<file path="config.mk">
export PLATFORM = sky130hd
export DESIGN_NAME = video_combiner
export DESIGN_NICKNAME = d
export VERILOG_FILES = /design/src/logic/a2_shadow_pkg.sv /design/src/logic/video_combiner.sv
export VERILOG_INCLUDE_DIRS = /design/src /design/src/logic
export SDC_FILE = /design/constraint.sdc
export NUM_CORES = 1
export LEC_CHECK = 0
export BUFFER_PORTS_ARGS = -buffer_cell sky130_fd_sc_hd__buf_2
export CAP_MARGIN = 20
export CORE_MARGIN = 2
export CORE_UTILIZATION = 25
export DETAILED_ROUTE_END_ITERATION = 12
export GPL_TIMING_DRIVEN = 0
export PLACE_DENSITY = 0.8
export SLEW_MARGIN = 40
export SYNTH_ARGS = -nofsm -noshare
export SYNTH_HDL_FRONTEND = slang
export SYNTH_SLANG_ARGS = --single-unit
export TNS_END_PERCENT = 30
</file>
<file path="constraint.sdc">
create_clock -name clk_i -period 0.9 [get_ports clk_i]
set_input_delay 0.18 -clock clk_i [delete_from_list [all_inputs] [get_ports clk_i]]
set_output_delay 0.18 -clock clk_i [all_outputs]
set_load 0.1 [all_outputs]
</file>
<file path="src/logic/a2_shadow_defs.svh">
// Assumes a 16-bit Apple II bus address, 8-bit data and 32-bit video RAM words
`ifndef A2_SHADOW_DEFS_SVH
`define A2_SHADOW_DEFS_SVH

// Bus and RAM widths
`define A2_ADDR_W        16
`define A2_DATA_W        8
`define VRAM_WORD_W      32
`define TEXT_RAM_AW      10
`define HIRES_RAM_AW     12

// Soft-switch pages, compared against addr[15:4]
`define A2_SW_II_PAGE    12'hC05
`define A2_SW_IIE_PAGE   12'hC00

// Keyboard
`define A2_KBD_ADDR      16'hC000
`define A2_KBDSTRB_ADDR  16'hC010

// Colour, mono and SHR registers
`define A2_COLOR_ADDR    16'hC022
`define A2_BORDER_ADDR   16'hC034
`define A2_MONO_ADDR     16'hC021
`define A2_NEWVIDEO_ADDR 16'hC029

`endif

</file>
<file path="src/logic/a2_shadow_pkg.sv">
// Window checks cover the page-1 and page-2 ranges only; no 6000-9FFF aux extension
`include "a2_shadow_defs.svh"

package a2_shadow_pkg;

    // 0400-0BFF, text pages 1 and 2
    function automatic logic in_text_window(input logic [`A2_ADDR_W-1:0] addr);
        return addr[15:10] inside {6'b000001, 6'b000010};
    endfunction

    // 2000-5FFF, hires pages 1 and 2
    function automatic logic in_hires_window(input logic [`A2_ADDR_W-1:0] addr);
        return addr[15:13] inside {3'b001, 3'b010};
    endfunction

    function automatic logic [3:0] byte_lane_enable(input logic [1:0] lane);
        return 4'b0001 << lane;
    endfunction

    // Aux byte sits above its main byte, as the scanner expects
    function automatic logic [`VRAM_WORD_W-1:0] interleave_bytes(
        input logic                    hi,
        input logic [`VRAM_WORD_W-1:0] main_word,
        input logic [`VRAM_WORD_W-1:0] aux_word
    );
        if (hi) begin
            return {aux_word[31:24], main_word[31:24], aux_word[23:16], main_word[23:16]};
        end
        return {aux_word[15:8], main_word[15:8], aux_word[7:0], main_word[7:0]};
    endfunction

endpackage

</file>
<file path="src/logic/video_combiner.sv">
// One-cycle read latency; addresses outside the text and hires windows read as zero
`include "a2_shadow_defs.svh"

module video_combiner
    import a2_shadow_pkg::*;
(
    input  logic                     clk_i,
    input  logic                     rst_n_i,
    input  logic [`A2_ADDR_W-1:0]    video_address_i,
    input  logic [`VRAM_WORD_W-1:0]  text_word_i,
    input  logic [`VRAM_WORD_W-1:0]  hires_main_word_i,
    input  logic [`VRAM_WORD_W-1:0]  hires_aux_word_i,
    output logic [`VRAM_WORD_W-1:0]  video_data_o
);

    logic text_hit_q;
    logic hires_hit_q;
    logic addr_bit1_q;

    // Decode tracks the RAM read register
    always_ff @(posedge clk_i) begin
        if (!rst_n_i) begin
            text_hit_q  <= 1'b0;
            hires_hit_q <= 1'b0;
            addr_bit1_q <= 1'b0;
        end else begin
            text_hit_q  <= in_text_window(video_address_i);
            hires_hit_q <= in_hires_window(video_address_i);
            addr_bit1_q <= video_address_i[1];
        end
    end

    always_comb begin
        if (text_hit_q) begin
            video_data_o = text_word_i;
        end else if (hires_hit_q) begin
            // Bit 1 picks the upper or lower byte pair
            video_data_o = interleave_bytes(addr_bit1_q, hires_main_word_i, hires_aux_word_i);
        end else begin
            video_data_o = '0;
        end
    end

endmodule

</file>
==> results.tsv, run 1 <==
metric	value	unit
CTS Buf Count	3	
total gr overflow	0	
part of the power in combinational logic	0.821	
Synthesized Nets	232	
crit path cell chain	buf_12 > clkbuf_16 > mux2i_4 > o21ai_4 > buf_12	
Hold Violations, Final	0	
core footprint	3310	um2
Flop pwr share	0.066	
hpwl dp	2930	um
VDD IR-drop max	690	uV
initial antenna violation count	0	
Synth Instances	118	
DRC	0	
share of cells above drive strength 1	0.842	
Clock Power Share	0.113	
Longest Clk Path Bufs	2	
GR peak layer	met2	
Initial Util	0.260	
vias	1542	
Hold Crit Class	in -> reg	
CTS root buf	clkbuf_4	
distinct cell type count of the synthesized netlist	15	
H-tree depth	1	
Slew Viols, Final	0	
CTS Hold Buffers Added	0	
max-cap viol count	0	
first-pass GRT wire length	6910	um
FILL cells	137	
CP dominant cell by count	buf_12	
met3 usage	0.0306	
dpl cells	300	
Die H	62.6	um
DR vias/cell	4.94	
setup slack at placement	-0.640	ns
Sink Count	3	
post-synth top area share	0.373	
Syn Area/Cell	7.28	um2
largest net degree at the start of global routing	11	
detailed-route wire length	6050	um
YS warnings	0	
Fmax	611	MHz
setup TNS	-21.87	ns
ant diodes	0	
static leakage	1.22	nW
Die Area	3920	um2
switch share	0.489	
slowest stage cell on the critical path	dfxtp_2	
DR iter-0 viols	51	
kind of critical path	reg -> out	
Pint	1.10	mW
cell taking the most area after synthesis	mux2i_1	
Syn-to-layout area delta	250	%
Worst-Margin Slew	0.293	ns
RePlAce Congestion	0.716	
startpoint types	register	
final setup violation count	32	
required time of the critical path	0.72	ns
gr usage total	0.218	
Min Clock Period, post-route	1.64	ns
status	finished, violations left	
Worst path max stage delay	0.32	ns
Seq/Total Area, Yosys	0.0699	
fin worst setup slack	-0.738	ns
WL/cell	19.4	um
number of global-route vias before repair	1502	
clock-pin slew on the worst setup and hold paths	0.04	ns
mapped cell area	860	um2
Critical Path Sink Type	output port	
flops & latches, synth	3	
die extent in x	62.6	um
top cells by area, synth	mux2i_1 (37%), o21ai_1 (18%), nand2_1 (14%)	
Layout Cells excl Fill	312	
fin nets	381	
RSZ-0062 raised after global routing	true	
Cell Pwr Density	714	nW/um2
Worst Path Arrival	1.46	ns
# IOs	146	
Rows	21	
period utilization	1.82	
Port-buffer cells	136	
normalized max-slew margin	0.799	
net switching power	1.05	mW
drt pass-1 iters	4	
CTS tree	built	
failing checks	negative setup slack	
critical path peak fanout	8	
met2 usage	0.452	
met1 usage	0.229	
Post-Route Utilization	0.910	
post-route ant nets	0	
==> layout by cell type, fill, tap and decap left out, drive strengths merged <==
master and count:
buf 149, nand2 32, o21ai 32, mux2i 32
clkbuf 10, dfxtp 3, xnor2 2, nand2b 2
nor2 1, and2 1, or3 1, nor3 1
==> cell families after synthesis <==
group	count (synthesis)	share of synthesized area
and+or+nand+nor	38	0.194
AOI/OAI and AO/OA	32	0.191
muxes	32	0.373
buffers and inverters	11	0.153
DFF	3	0.0699
xor gates and xnor gates	2	0.0204
==> final timing paths <==
| check | endpoint | from | cells after the start |
|---|---|---|---|
| min | addr_bit1_q | video_address_i[1] | 2 |
| max | video_data_o[23] | addr_bit1_q | 5 |
==> critical path, delay by kind of cell, from the launching register on <==
family	cells	cell delay, ns
flops	1	0.32
buf+inv	3	0.52
mux	1	0.20
compound gates	1	0.18
==> timing repair <==
action,4_1_cts,5_1_grt
gates cloned,0,6
pin swaps,0,28
setup buffers,0,3
gates resized for setup,123,71
endpoints found under the setup margin,32,32
==> synthesized netlist by cell type (all sizes together) <==
cell type	count
buf	11
nand2b	2
and2	1
o21ai	32
dfxtp	3
mux2i	32
or3	1
nor3	1
nand2	32
xnor2	2
nor2	1
==> through the flow <==
stage / area, um2 / total power, mW / hold slack [ns]
after floorplan: 1220 / 0.983 / 0.302
after global placement: 1950 / 1.28 / 0.409
after detailed placement: 1950 / 1.29 / 0.408
after CTS: 2440 / 1.80 / 0.161
after global routing: 3010 / 2.20 / 0.177
final: 3010 / 2.15 / 0.176
==> area by class of cell <==
type	count	area, um2	area share
Multi-Input combinational cell	104	1390	0.462
Timing Repair Buffer	145	1320	0.437
Buffer	10	155	0.0515
Sequential cell	3	65.1	0.0216
Tap cell	46	57.6	0.0191
Clock buffer	4	26.3	0.00872
==> flip-flops by register name, indices dropped and copies added, names as in the netlist <==
name         flops
addr_bit1_q      1
text_hit_q       1
hires_hit_q      1
==> power groups by stage <==
stage,registers (mW),logic [mW],clock network (mW)
2_1_floorplan,0.144,0.839,0
3_3_place_gp,0.144,1.13,0
3_5_place_dp,0.144,1.14,0
4_1_cts,0.143,1.40,0.250
5_1_grt,0.141,1.81,0.252
6_report,0.141,1.77,0.244
==> layer usage <==
layer | vias to the layer above | wire, um
met4 | 0 | 283
met5 | - | 0
li1 | 713 | -
met2 | 89 | 3500
met1 | 722 | 1950
met3 | 18 | 312
No activity file was read; power rests on OpenSTA's default activity.
==> inputs of run 2 (changes only) <==
--- a/config.mk
+++ b/config.mk
@@ -6,13 +6,14 @@
 export SDC_FILE = /design/constraint.sdc
 export NUM_CORES = 1
 export LEC_CHECK = 0
+export ABC_AREA = 1
 export BUFFER_PORTS_ARGS = -buffer_cell sky130_fd_sc_hd__buf_2
 export CAP_MARGIN = 20
 export CORE_MARGIN = 2
-export CORE_UTILIZATION = 25
+export CORE_UTILIZATION = 30
 export DETAILED_ROUTE_END_ITERATION = 12
 export GPL_TIMING_DRIVEN = 0
-export PLACE_DENSITY = 0.8
+export PLACE_DENSITY = 0.73
 export SLEW_MARGIN = 40
 export SYNTH_ARGS = -nofsm -noshare
 export SYNTH_HDL_FRONTEND = slang
==> results.tsv, run 2 <==
metric	value	unit	change
static leakage	1.71	nW	+41%
failing checks	negative setup slack		
ant diodes	0		unchanged
critical path peak fanout	10		+2
max-cap viol count	0		unchanged
CTS tree	built		
largest net degree at the start of global routing	11		unchanged
DR vias/cell	4.32		-13%
total gr overflow	0		unchanged
Die Area	4930	um2	+26%
number of flops mapped to enable cells by yosys	0		unchanged
VDD IR-drop max	823	uV	+19%
vias	1960		+27%
Sink Count	3		unchanged
CTS Hold Buffers Added	0		unchanged
flops & latches, synth	3		unchanged
distinct cell type count of the synthesized netlist	13		-2
biggest regs	addr_bit1_q (1), hires_hit_q (1), text_hit_q (1)		
share of cells above drive strength 1	0.552		-0.290
WL/cell	11.3	um	-42%
Post-Route Utilization	0.740		-0.169
Rows	24		+14%
RSZ-0062 raised after global routing	true		
Port-buffer cells	136		unchanged
kind of critical path	reg -> out		
cell taking the most area after synthesis	nand2_1		
Initial Util	0.307		+0.0469
CTS root buf	clkbuf_8		
mapped cell area	1320	um2	+53%
RePlAce Congestion	0.745		+4.0%
status	finished, violations left		
Min Clock Period, post-route	1.54	ns	-0.101 ns
Layout Cells excl Fill	454		+46%
Hold EP	addr_bit1_q		
placed cell area	2600	um2	+33%
Fmax	651	MHz	+6.5%
most frequent cells in the layout	buf_2 (107), nand2_1 (100), inv_1 (70), buf_12 (35), nand2_8 (31)		
gr usage total	0.199		-0.0190
final instance area	3180	um2	+5.6%
detailed-route wire length	5120	um	-15%
dpl cells	449		+50%
CTS Buf Count	3		unchanged
worst hold path depth	3		+1
Hold Startpoint	video_address_i[1]		
Commonest cells post-synth	nand2_1 (134), inv_1 (70), nand3_2 (30)		
Cell Pwr Density	660	nW/um2	-7.6%
ys flop type	dfxtp_1		
Synth Instances	261		+120%
Hold Violations, Final	0		unchanged
DRC	0		unchanged
startpoint types	register		
top-count cell post-synth	nand2_1		
Slew Viols, Final	0		unchanged
Seq/Total Area, Yosys	0.0456		-0.0242
YS warnings	0		unchanged
initial antenna violation count	0		unchanged
fin worst setup slack	-0.637	ns	+0.101 ns
post-synth top area share	0.382		+0.00949
period utilization	1.71		-0.112
Longest Clk Path Bufs	2		unchanged
fin nets	517		+36%
Worst-Margin Slew	0.210	ns	-0.0832 ns
first-pass GRT wire length	8120	um	+18%
Worst Path Arrival	1.36	ns	-0.10 ns
post-route ant nets	0		unchanged
# IOs	146		unchanged
Die H	70.2	um	+12%
die extent in x	70.2	um	+12%
H-tree depth	1		unchanged
clock-pin slew on the worst setup and hold paths	0.03	ns	about the same
hpwl dp	3640	um	+24%
drt pass-1 iters	5		+1
Critical Path Sink Type	output port		
final setup violation count	32		unchanged
required time of the critical path	0.72	ns	about the same
DR iter-0 viols	42		-18%
number of global-route vias before repair	1927		+28%
Syn-to-layout area delta	142	%	
core footprint	4290	um2	+30%
Syn Area/Cell	5.04	um2	-31%
Hold Crit Class	in -> reg		
asr flop ratio synth	0		unchanged
commonest non-fill, non-tap cell in the layout	buf_2		
normalized max-slew margin	0.860		+0.0607
top cells by area, synth	nand2_1 (38%), nand3_2 (23%), inv_1 (20%)		
Synthesized Nets	375		+62%
run 2: cell types whose count changed after synthesis, moves of 2 or more:
cell and delta:
buf_6 -4, buf_4 +3, inv_2 +2, inv_1 +70
nand3_2 +30, mux2i_1 -32, o21ai_1 -31, nand2_1 +102
xnor2_1 -2, nor2_1 +2, buf_2 +4, nand3_1 +3
run 2: timing repair:
| item | in CTS | in global routing |
|---|---|---|
| resized for setup | 134 | 6 |
| buffers inserted | 1 | 0 |
| endpoints found under the setup margin | 32 | 32 |
| pin swaps | 1 | 2 |
run 2: worst max-delay path: stages, from the launching register on:
cell	delay (ns)
dfxtp_1	0.29
buf_6	0.13
nor2_8	0.15
buf_12	0.17
nand3_2	0.13
nand2_8	0.09
buf_12	0.16
run 2: worst max path at each step:
stage	start	endpoint	slack (ns)	cells past startpoint
6_report	text_hit_q	video_data_o[12]	-0.64	6
4_1_cts	text_hit_q	video_data_o[25]	-0.64	6
2_1_floorplan	text_hit_q	video_data_o[12]	-0.29	5
5_1_grt	text_hit_q	video_data_o[12]	-0.69	6
3_3_place_gp	addr_bit1_q	video_data_o[0]	-0.68	7
3_5_place_dp	addr_bit1_q	video_data_o[14]	-0.70	7
run 2: routing by layer:
layer | GRT usage | part of all wire
met1 | 0.212 | 0.36
met2 | 0.395 | 0.56
met3 | 0.0289 | 0.057
met4 | 0.0598 | 0.021
met5 | 0 | 0
run 2: kinds of logic after synthesis:
group                  synth area share
AND/OR/NAND/NOR                   0.651
buffers and inverters             0.303
flip-flops                       0.0456
run 2: cell type report:
class                           count  area, um2
Multi-Input combinational cell    172       1420
Timing Repair Buffer              137       1170
Fill cell                         312       1110
Inverter                           72        270
Buffer                             14        154
Tap cell                           52       65.1
Sequential cell                     3       60.1
Clock buffer                        4       45.0
run 2: power breakdown:
group	total (mW)	leakage [nW]	switching (mW)	internal, mW
sequential	0.141	0.0246	0.00163	0.139
combinational	1.56	1.66	0.935	0.622
clock	0.400	0.0228	0.0976	0.303
total	2.10	1.71	1.03	1.06
run 2: through the flow:
| stage | hold WS, ns | setup TNS (ns) | worst slack [ns] | power [mW] |
|---|---|---|---|---|
| finish | 0.142 | -19.63 | -0.637 | 2.10 |
| global route | 0.158 | -21.49 | -0.694 | 2.20 |
| CTS | 0.137 | -19.97 | -0.639 | 2.09 |
| detailed placement | 0.365 | -21.32 | -0.699 | 1.42 |
| global placement | 0.371 | -20.98 | -0.684 | 1.40 |
| floorplan | 0.273 | -8.96 | -0.285 | 1.10 |
